File: src/hdl/game_msg_pkg.sv
package game_msg_pkg;

    ////////////////////////////////////////////////////
    // One-character game messages between the boards
    ////////////////////////////////////////////////////

    // 'L': the sender has lost, so the receiving side wins
    localparam logic [7:0] MSG_LOSE = 8'h4C;

    // 'H': the sender reports a hit on the receiving side
    localparam logic [7:0] MSG_HIT = 8'h48;

    // 'R': the sender has placed its fleet and is ready
    localparam logic [7:0] MSG_READY = 8'h52;

    // Every code is printable ASCII, so a terminal can stand in for
    // the other board during bring-up

endpackage

File: src/hdl/uart_pkg.sv
package uart_pkg;

    ////////////////////////////////////////////////////
    // Frame format for the 8N1 link
    ////////////////////////////////////////////////////

    // Ticks of the shared oversampling clock per bit period
    localparam int OVERSAMPLE = 16;

    // Payload bits in one frame, sent LSB first
    localparam int DATA_BITS = 8;

    // Width of the counters that run through one bit period
    localparam int TICK_CNT_W = $clog2(OVERSAMPLE);

    // Width of the counters that run through the payload bits
    localparam int BIT_CNT_W = $clog2(DATA_BITS);

endpackage

File: src/hdl/baud_tick_gen.sv
`timescale 1ns/100ps

module baud_tick_gen #(
    parameter int BAUD_DIV = 27
) (
    input  logic clk,
    input  logic rst,
    output logic tick
);

    localparam int CNT_W = (BAUD_DIV > 1) ? $clog2(BAUD_DIV) : 1;

    logic [CNT_W-1:0] cnt;

    // Tick is registered, so the first one shows up BAUD_DIV cycles after reset
    always_ff @(posedge clk) begin
        if (rst) begin
            cnt  <= '0;
            tick <= 1'b0;
        end else if (cnt == CNT_W'(BAUD_DIV - 1)) begin
            cnt  <= '0;
            tick <= 1'b1;
        end else begin
            cnt  <= cnt + 1'b1;
            tick <= 1'b0;
        end
    end

    // Both UART halves count ticks, so a doubled tick would shorten every bit
    tick_single_cycle: assert property (
        @(posedge clk) disable iff (rst)
        (BAUD_DIV > 1) |-> !(tick && $past(tick))
    );

endmodule

File: src/hdl/game_link.sv
`timescale 1ns/100ps

module game_link #(
    parameter int BAUD_DIV = 27
) (
    input  logic clk,
    input  logic rst,
    input  logic multiplayer,
    input  logic rx,
    input  logic send_lose,
    input  logic send_hit,
    input  logic send_ready,
    output logic tx,
    output logic victory,
    output logic opponent_ready,
    output logic opponent_hit
);

    logic       tick;
    logic [7:0] rx_data;
    logic       rx_done_tick;
    logic       tx_start;
    logic [7:0] tx_data;
    logic       tx_busy;

    // One oversampling tick shared by both directions
    baud_tick_gen #(
        .BAUD_DIV (BAUD_DIV)
    ) u_baud_tick_gen (
        .clk  (clk),
        .rst  (rst),
        .tick (tick)
    );

    ////////////////////////////////////////////////////
    // Receive side
    ////////////////////////////////////////////////////

    uart_rx u_uart_rx (
        .clk          (clk),
        .rst          (rst),
        .tick         (tick),
        .rx           (rx),
        .rx_data      (rx_data),
        .rx_done_tick (rx_done_tick)
    );

    msg_decoder u_msg_decoder (
        .clk            (clk),
        .rst            (rst),
        .multiplayer    (multiplayer),
        .rx_done_tick   (rx_done_tick),
        .rx_data        (rx_data),
        .victory        (victory),
        .opponent_ready (opponent_ready),
        .opponent_hit   (opponent_hit)
    );

    ////////////////////////////////////////////////////
    // Send side
    ////////////////////////////////////////////////////

    msg_encoder u_msg_encoder (
        .clk        (clk),
        .rst        (rst),
        .send_lose  (send_lose),
        .send_hit   (send_hit),
        .send_ready (send_ready),
        .tx_busy    (tx_busy),
        .tx_start   (tx_start),
        .tx_data    (tx_data)
    );

    uart_tx u_uart_tx (
        .clk      (clk),
        .rst      (rst),
        .tick     (tick),
        .tx_start (tx_start),
        .tx_data  (tx_data),
        .tx       (tx),
        .tx_busy  (tx_busy)
    );

endmodule

File: src/hdl/msg_decoder.sv
`timescale 1ns/100ps

module msg_decoder
    import game_msg_pkg::*;
(
    input  logic       clk,
    input  logic       rst,
    input  logic       multiplayer,
    input  logic       rx_done_tick,
    input  logic [7:0] rx_data,
    output logic       victory,
    output logic       opponent_ready,
    output logic       opponent_hit
);

    localparam logic [1:0] ST_IDLE           = 2'b00,
                           ST_VICTORY        = 2'b01,
                           ST_OPPONENT_READY = 2'b10,
                           ST_OPPONENT_HIT   = 2'b11;

    logic [1:0] state, state_nxt;
    logic       victory_nxt;
    logic       opponent_ready_nxt;
    logic       opponent_hit_nxt;

    always_ff @(posedge clk) begin
        if (rst) begin
            state          <= ST_IDLE;
            victory        <= 1'b0;
            opponent_ready <= 1'b0;
            opponent_hit   <= 1'b0;
        end else begin
            state          <= state_nxt;
            victory        <= victory_nxt;
            opponent_ready <= opponent_ready_nxt;
            opponent_hit   <= opponent_hit_nxt;
        end
    end

    always_comb begin
        state_nxt          = ST_IDLE;
        victory_nxt        = 1'b0;
        opponent_ready_nxt = 1'b0;
        opponent_hit_nxt   = 1'b0;
        case (state)
            ST_IDLE: begin
                // Characters from the other board only matter in a two-player game
                if (multiplayer && rx_done_tick) begin
                    if (rx_data == MSG_LOSE)       state_nxt = ST_VICTORY;
                    else if (rx_data == MSG_HIT)   state_nxt = ST_OPPONENT_HIT;
                    else if (rx_data == MSG_READY) state_nxt = ST_OPPONENT_READY;
                end
            end
            ST_VICTORY:        victory_nxt        = 1'b1;
            ST_OPPONENT_READY: opponent_ready_nxt = 1'b1;
            ST_OPPONENT_HIT:   opponent_hit_nxt   = 1'b1;
            default:           state_nxt          = ST_IDLE;
        endcase
    end

    events_exclusive: assert property (
        @(posedge clk) disable iff (rst)
        $onehot0({victory, opponent_ready, opponent_hit})
    );

endmodule

File: src/hdl/msg_encoder.sv
`timescale 1ns/100ps

module msg_encoder
    import game_msg_pkg::*;
(
    input  logic       clk,
    input  logic       rst,
    input  logic       send_lose,
    input  logic       send_hit,
    input  logic       send_ready,
    input  logic       tx_busy,
    output logic       tx_start,
    output logic [7:0] tx_data
);

    logic pend_lose;
    logic pend_hit;
    logic pend_ready;
    logic can_send;
    logic sel_lose;
    logic sel_hit;
    logic sel_ready;

    // Busy only rises the cycle after a start, so skip the cycle right after one
    assign can_send = !tx_busy && !tx_start;

    // Fixed priority: losing ends the game, so it goes out first
    assign sel_lose  = can_send && pend_lose;
    assign sel_hit   = can_send && !pend_lose && pend_hit;
    assign sel_ready = can_send && !pend_lose && !pend_hit && pend_ready;

    ////////////////////////////////////////////////////
    // Pending requests
    ////////////////////////////////////////////////////

    always_ff @(posedge clk) begin
        if (rst) begin
            pend_lose  <= 1'b0;
            pend_hit   <= 1'b0;
            pend_ready <= 1'b0;
            tx_start   <= 1'b0;
        end else begin
            // A new request wins over the clear, repeats just merge
            pend_lose  <= send_lose  || (pend_lose  && !sel_lose);
            pend_hit   <= send_hit   || (pend_hit   && !sel_hit);
            pend_ready <= send_ready || (pend_ready && !sel_ready);
            tx_start   <= sel_lose || sel_hit || sel_ready;
        end
    end

    always_ff @(posedge clk) begin
        if (sel_lose) begin
            tx_data <= MSG_LOSE;
        end else if (sel_hit) begin
            tx_data <= MSG_HIT;
        end else if (sel_ready) begin
            tx_data <= MSG_READY;
        end
    end

endmodule

File: src/hdl/uart_rx.sv
`timescale 1ns/100ps

module uart_rx
    import uart_pkg::*;
(
    input  logic       clk,
    input  logic       rst,
    input  logic       tick,
    input  logic       rx,
    output logic [7:0] rx_data,
    output logic       rx_done_tick
);

    localparam logic [1:0] ST_IDLE  = 2'd0,
                           ST_START = 2'd1,
                           ST_DATA  = 2'd2,
                           ST_STOP  = 2'd3;

    // Middle of the start bit, then one full bit period between samples
    localparam logic [TICK_CNT_W-1:0] START_SAMPLE = TICK_CNT_W'(OVERSAMPLE / 2 - 1);
    localparam logic [TICK_CNT_W-1:0] BIT_SAMPLE   = TICK_CNT_W'(OVERSAMPLE - 1);

    logic [1:0]            state;
    logic [1:0]            rx_meta;
    logic                  rx_sync;
    logic [TICK_CNT_W-1:0] tick_cnt;
    logic [BIT_CNT_W-1:0]  bit_cnt;
    logic [DATA_BITS-1:0]  shreg;

    // The line comes from another board, so bring it into this clock domain first
    always_ff @(posedge clk) begin
        if (rst) begin
            rx_meta <= 2'b11;
        end else begin
            rx_meta <= {rx_meta[0], rx};
        end
    end

    assign rx_sync = rx_meta[1];

    ////////////////////////////////////////////////////
    // Frame FSM
    ////////////////////////////////////////////////////

    always_ff @(posedge clk) begin
        if (rst) begin
            state        <= ST_IDLE;
            tick_cnt     <= '0;
            bit_cnt      <= '0;
            rx_done_tick <= 1'b0;
        end else begin
            rx_done_tick <= 1'b0;
            case (state)
                ST_IDLE: begin
                    if (!rx_sync) begin
                        state    <= ST_START;
                        tick_cnt <= '0;
                    end
                end
                ST_START: begin
                    if (tick) begin
                        if (tick_cnt == START_SAMPLE) begin
                            // A glitch shorter than half a bit is not a start bit
                            state    <= rx_sync ? ST_IDLE : ST_DATA;
                            tick_cnt <= '0;
                            bit_cnt  <= '0;
                        end else begin
                            tick_cnt <= tick_cnt + 1'b1;
                        end
                    end
                end
                ST_DATA: begin
                    if (tick) begin
                        if (tick_cnt == BIT_SAMPLE) begin
                            tick_cnt <= '0;
                            if (bit_cnt == BIT_CNT_W'(DATA_BITS - 1)) begin
                                state <= ST_STOP;
                            end else begin
                                bit_cnt <= bit_cnt + 1'b1;
                            end
                        end else begin
                            tick_cnt <= tick_cnt + 1'b1;
                        end
                    end
                end
                ST_STOP: begin
                    if (tick) begin
                        if (tick_cnt == BIT_SAMPLE) begin
                            state        <= ST_IDLE;
                            rx_done_tick <= rx_sync;
                        end else begin
                            tick_cnt <= tick_cnt + 1'b1;
                        end
                    end
                end
                default: begin
                    state <= ST_IDLE;
                end
            endcase
        end
    end

    // Payload path, LSB arrives first
    always_ff @(posedge clk) begin
        if (state == ST_DATA && tick && tick_cnt == BIT_SAMPLE) begin
            shreg <= {rx_sync, shreg[DATA_BITS-1:1]};
        end
        if (state == ST_STOP && tick && tick_cnt == BIT_SAMPLE && rx_sync) begin
            rx_data <= shreg;
        end
    end

endmodule

File: src/hdl/uart_tx.sv
`timescale 1ns/100ps

module uart_tx
    import uart_pkg::*;
(
    input  logic       clk,
    input  logic       rst,
    input  logic       tick,
    input  logic       tx_start,
    input  logic [7:0] tx_data,
    output logic       tx,
    output logic       tx_busy
);

    localparam logic [1:0] ST_IDLE  = 2'd0,
                           ST_START = 2'd1,
                           ST_DATA  = 2'd2,
                           ST_STOP  = 2'd3;

    localparam logic [TICK_CNT_W-1:0] LAST_TICK = TICK_CNT_W'(OVERSAMPLE - 1);

    logic [1:0]            state;
    logic [TICK_CNT_W-1:0] tick_cnt;
    logic [BIT_CNT_W-1:0]  bit_cnt;
    logic [DATA_BITS-1:0]  shreg;
    logic                  bit_end;

    // Each bit is driven on tick 0 of its period and ends after tick 15
    assign bit_end = tick && (tick_cnt == LAST_TICK);

    always_ff @(posedge clk) begin
        if (rst) begin
            state    <= ST_IDLE;
            tick_cnt <= '0;
            bit_cnt  <= '0;
            tx       <= 1'b1;
        end else begin
            if (state != ST_IDLE && tick) begin
                tick_cnt <= bit_end ? '0 : tick_cnt + 1'b1;
            end
            case (state)
                ST_IDLE: begin
                    if (tx_start) begin
                        state    <= ST_START;
                        tick_cnt <= '0;
                    end
                end
                ST_START: begin
                    if (tick && tick_cnt == '0) tx <= 1'b0;
                    if (bit_end) begin
                        state   <= ST_DATA;
                        bit_cnt <= '0;
                    end
                end
                ST_DATA: begin
                    if (tick && tick_cnt == '0) tx <= shreg[0];
                    if (bit_end) begin
                        if (bit_cnt == BIT_CNT_W'(DATA_BITS - 1)) state <= ST_STOP;
                        else bit_cnt <= bit_cnt + 1'b1;
                    end
                end
                ST_STOP: begin
                    if (tick && tick_cnt == '0) tx <= 1'b1;
                    if (bit_end) state <= ST_IDLE;
                end
                default: begin
                    state <= ST_IDLE;
                end
            endcase
        end
    end

    always_ff @(posedge clk) begin
        if (state == ST_IDLE && tx_start) begin
            shreg <= tx_data;
        end else if (state == ST_DATA && bit_end) begin
            shreg <= shreg >> 1;
        end
    end

    assign tx_busy = (state != ST_IDLE);

    // The encoder must wait out the whole frame before the next start
    no_start_while_busy: assert property (
        @(posedge clk) disable iff (rst) tx_start |-> !tx_busy
    );

endmodule

File: config.mk
export PLATFORM = sky130hd
export DESIGN_NAME = game_link
export DESIGN_NICKNAME = d
export VERILOG_FILES = /design/src/hdl/game_msg_pkg.sv /design/src/hdl/uart_pkg.sv /design/src/hdl/baud_tick_gen.sv /design/src/hdl/game_link.sv /design/src/hdl/msg_decoder.sv /design/src/hdl/msg_encoder.sv /design/src/hdl/uart_rx.sv /design/src/hdl/uart_tx.sv
export SDC_FILE = /design/constraint.sdc
export NUM_CORES = 1
export LEC_CHECK = 0
export BUFFER_PORTS_ARGS = -buffer_cell sky130_fd_sc_hd__buf_4
export CELL_PAD_IN_SITES_DETAIL_PLACEMENT = 1
export CELL_PAD_IN_SITES_GLOBAL_PLACEMENT = 2
export CORE_MARGIN = 3
export CORE_UTILIZATION = 40
export CTS_CLUSTER_DIAMETER = 120
export DETAILED_ROUTE_END_ITERATION = 12
export PLACE_DENSITY_LB_ADDON = 0.1
export SETUP_SLACK_MARGIN = 0.02
export SYNTH_ARGS = -nofsm -noshare
export SYNTH_HDL_FRONTEND = slang
export SYNTH_SLANG_ARGS = --single-unit
File: constraint.sdc
create_clock -name clk -period 3 [get_ports clk]
set_clock_uncertainty 0.2 [all_clocks]
set_input_delay 0.45 -clock clk [delete_from_list [all_inputs] [get_ports clk]]
set_output_delay 0.45 -clock clk [all_outputs]
set_load 0.02 [all_outputs]
==> reports/summary.txt <==
via count - 1827
count of warnings emitted by yosys - 0
depth of the worst register-to-register path - 5
maximum number of pins on one net before global-route repair - 32
multiplexer share of the synthesized area - 0.0198
outcome - finished, final reports clean
number of instances in the synthesized netlist - 255
final number of hold-violating endpoints - 0
Final Slew Violations - 0
Synth Net Count - 276
Filler Cells Inserted - 725
total clock sinks - 63
final WL - 5050 um
main combinational cell family by area after synthesis - simple AND/OR/NAND/NOR gates
iteration-0 DRC count of the detailed router - 79
EDFF count, synth - 23
Design Power - 2200 uW
mean cell area of the mapped netlist - 10.7 um^2
clock share of power - 0.383
aggregate global routing overflow - 0
worst reg2reg path endpoint - u_uart_tx.state[0]$_SDFFE_PP0P_
peak ir drop on the vdd network - 0.300 mV
effective utilization at floorplan - 0.422
capturing element type of the critical path - flop
buffers added on ports - 10
wire length of the first global-routing pass - 8420 um
source-to-sink clock delay at the later pin of the worst-skew pair - 0.34 ns
Synth Cell Area - 2720 um^2
xor and xnor fraction of the mapped netlist area - 0.0129
final core utilization - 0.479
number of antenna violations at the first check in global routing - 0
Critical Setup Path Class - reg -> reg
area share of the leading cell type in the synthesized netlist - 0.294
fmax - 466 MHz
clock tree root buffer cell - sky130_fd_sc_hd__clkbuf_8
number of levels the H-tree was split into - 3
Req. time, crit path - 3.02 ns
Std-Cell Rows - 29
floorplan die height - 88.5 um
area delta synth->final - 13.5%
clock tree buffer depth - 2
share of cells above drive strength 1 - 0.154
count of hold buffers inserted by post-cts repair - 0
compound-cell area share of the yosys netlist - 0.129
half-perimeter wire length after detailed placement - 3380 um
fraction of power spent switching nets - 0.273
Horiz. Die Dim - 88.5 um
number of CTS-inserted buffers - 9
via count of the first global-routing pass - 1763
fraction of the mapped netlist area in adder cells - 0.0643
area leader, netlist - sky130_fd_sc_hd__dfxtp_1
worst-path maximum fanout - 9
Final ANT Viol Nets - 0
last weighted congestion value of the routability-driven placer - 0.739
power density over the cells - 712 nW/um^2
drt via density - 5.22
time the final worst path needs with I/O delays and setup - 2.14 ns
total net switching power - 602 uW
cell-internal power - 1600 uW
Setup Viol. Count Final - 0
kind of start point of the critical path - flop
worst-case register-to-register setup slack - 0.86 ns
post-synthesis async set-or-reset flop share - 0
area used by multi-input combinational logic - 1140 um^2
most common flop cell mapped by yosys - sky130_fd_sc_hd__dfxtp_1
slew margin rel. - 0.526
global-route usage over all layers - 0.141
buffer count from post-CTS setup fixing - 0
Top-Level Pins - 11
worst min-delay path class - in -> reg
dominant cells by area after synthesis - sky130_fd_sc_hd__dfxtp_1, sky130_fd_sc_hd__edfxtp_1, sky130_fd_sc_hd__ha_1
launch point of the worst reg-to-reg path - u_uart_tx.state[0]$_SDFFE_PP0P_
Hold Startpoint - rx
wire length per cell - 14.4 um
Final period util - 0.715
transition at the pin with the smallest max-transition slack - 0.693 ns
max_cap viols - 0
end point of the worst hold path - u_uart_rx.rx_meta[0]$_SDFF_PP1_
NumNets Final - 289
Die Area - 7840 um^2
total negative slack for setup checks - 0 ns
TritonCTS clock tree - done
combinational group share of total power - 0.155
portion of total power attributed to sequential cells - 0.462
DRC violations left - 0
post-CTS sizing - 0
most frequent cells in the layout - sky130_fd_sc_hd__dfxtp_1, sky130_fd_sc_hd__nor2_1, sky130_fd_sc_hd__edfxtp_1
diode count - 0
unrepaired setup endpoints after global routing - no
WHS - 0.0958 ns
register cell area after layout - 1490 um^2
router iterations before antenna repair - 4
register bit total from synthesis - 63
sequential area share after synthesis - 0.548
area share of and/or/nand/nor cells after synthesis - 0.193
arrival time of the worst setup path - 2.16 ns
cell count of the worst hold path - 2
P_leak - 0.00115 uW
clock-pin slew reported for the worst setup and hold paths after clock tree synthesis - 0.08 ns
most frequent standard cell in the layout excluding fill and tap cells - sky130_fd_sc_hd__dfxtp_1
number of distinct library cell variants in the gate-level netlist after synthesis - 51
area inside the core boundary - 6460 um^2
[routing by layer]
layer | up-vias | routed length, um | global-route usage
li1 | 937 | - | -
met1 | 860 | 2620 | 0.201
met2 | 24 | 2180 | 0.196
met3 | 6 | 177 | 0.0447
met4 | 0 | 77 | 0.0618
met5 | - | 0 | 0
[power groups by stage]
stage	registers [uW]	clock network, uW	logic (uW)
after floorplan	1030	0	264
after global placement	1040	0	337
after detailed placement	1040	0	346
after CTS	1020	874	346
after global routing	1030	908	388
final	1020	844	341
[synthesized netlist by cell type (3+ instances only)]
library cell and instances:
sky130_fd_sc_hd__dfxtp_1 40, sky130_fd_sc_hd__or4b_1 3, sky130_fd_sc_hd__nor3_1 8, sky130_fd_sc_hd__nand2b_1 5, sky130_fd_sc_hd__edfxtp_1 23, sky130_fd_sc_hd__a21oi_1 20
sky130_fd_sc_hd__nor2b_1 3, sky130_fd_sc_hd__or2_2 4, sky130_fd_sc_hd__and2_1 4, sky130_fd_sc_hd__nor2_1 23, sky130_fd_sc_hd__inv_1 13, sky130_fd_sc_hd__ha_1 14
sky130_fd_sc_hd__a21o_1 4, sky130_fd_sc_hd__clkbuf_1 6, sky130_fd_sc_hd__a211oi_1 4, sky130_fd_sc_hd__nand3b_1 5, sky130_fd_sc_hd__xor2_1 3, sky130_fd_sc_hd__o21ai_0 9
sky130_fd_sc_hd__nand3_1 5, sky130_fd_sc_hd__buf_2 4, sky130_fd_sc_hd__nand2_1 16, sky130_fd_sc_hd__mux2_2 3
[final cells by class]
| class | count | area share |
|---|---|---|
| sequential | 63 | 0.482 |
| multi-input combinational | 169 | 0.369 |
| clock buffer | 9 | 0.0401 |
| clock inverter | 7 | 0.0324 |
| tap | 77 | 0.0312 |
| timing repair buffer | 12 | 0.0291 |
| inverter | 13 | 0.0158 |
[critical path: stages (launching register included)]
cell	delay (ns)
sky130_fd_sc_hd__dfxtp_1	0.40
sky130_fd_sc_hd__inv_1	0.10
sky130_fd_sc_hd__ha_1	0.31
sky130_fd_sc_hd__or3_4	0.44
sky130_fd_sc_hd__a2111oi_0	0.48
sky130_fd_sc_hd__nor3_1	0.09
[through the flow]
step | cell area (um^2) | cells | setup WS (ns)
6_report | 3090 | 350 | 0.856
5_1_grt | 3090 | 350 | 0.687
4_1_cts | 3090 | 350 | 0.850
3_5_place_dp | 2870 | 334 | 0.876
3_3_place_gp | 2870 | 334 | 0.908
2_1_floorplan | 2720 | 255 | 0.789
[cell families (layout without fill, tap and decap cells)]
kind of cell	count (synthesis)	after routing
DFF	63	63
adders and majority gates	14	14
and+or+nand+nor	93	93
xor gates and xnor gates	4	4
muxes	5	5
AOI/OAI and AO/OA	53	53
buffers and inverters	23	41
[registers in the layout, indices dropped and copies added, names as in the netlist, 3 cells and up, named ones only]
| name | cells |
|---|---|
| u_uart_tx.bit_cnt | 3 |
| u_uart_rx.tick_cnt | 4 |
| u_uart_tx.shreg | 7 |
| u_uart_tx.tick_cnt | 4 |
| u_msg_encoder.tx_data | 3 |
| u_uart_rx.shreg | 8 |
| u_baud_tick_gen.cnt | 5 |
| u_uart_rx.bit_cnt | 3 |
| u_uart_rx.rx_data | 8 |
[worst max path at each step]
stage	endpoint	from	slack, ns	cells past startpoint
after CTS	u_uart_tx.state[1]$_SDFFE_PP0P_	u_uart_tx.state[0]$_SDFFE_PP0P_	0.85	6
after detailed placement	u_uart_tx.state[1]$_SDFFE_PP0P_	u_uart_tx.state[0]$_SDFFE_PP0P_	0.88	6
final	u_uart_tx.state[0]$_SDFFE_PP0P_	u_uart_tx.state[0]$_SDFFE_PP0P_	0.86	5
after global routing	u_uart_tx.state[0]$_SDFFE_PP0P_	u_uart_tx.state[0]$_SDFFE_PP0P_	0.69	5
after floorplan	u_uart_rx.rx_data[0]$_DFFE_PP_	u_uart_rx.tick_cnt[0]$_SDFFE_PP0P_	0.79	3
after global placement	u_uart_tx.state[1]$_SDFFE_PP0P_	u_uart_tx.state[0]$_SDFFE_PP0P_	0.91	6
Note: power is estimated with default switching activity, not from simulation.
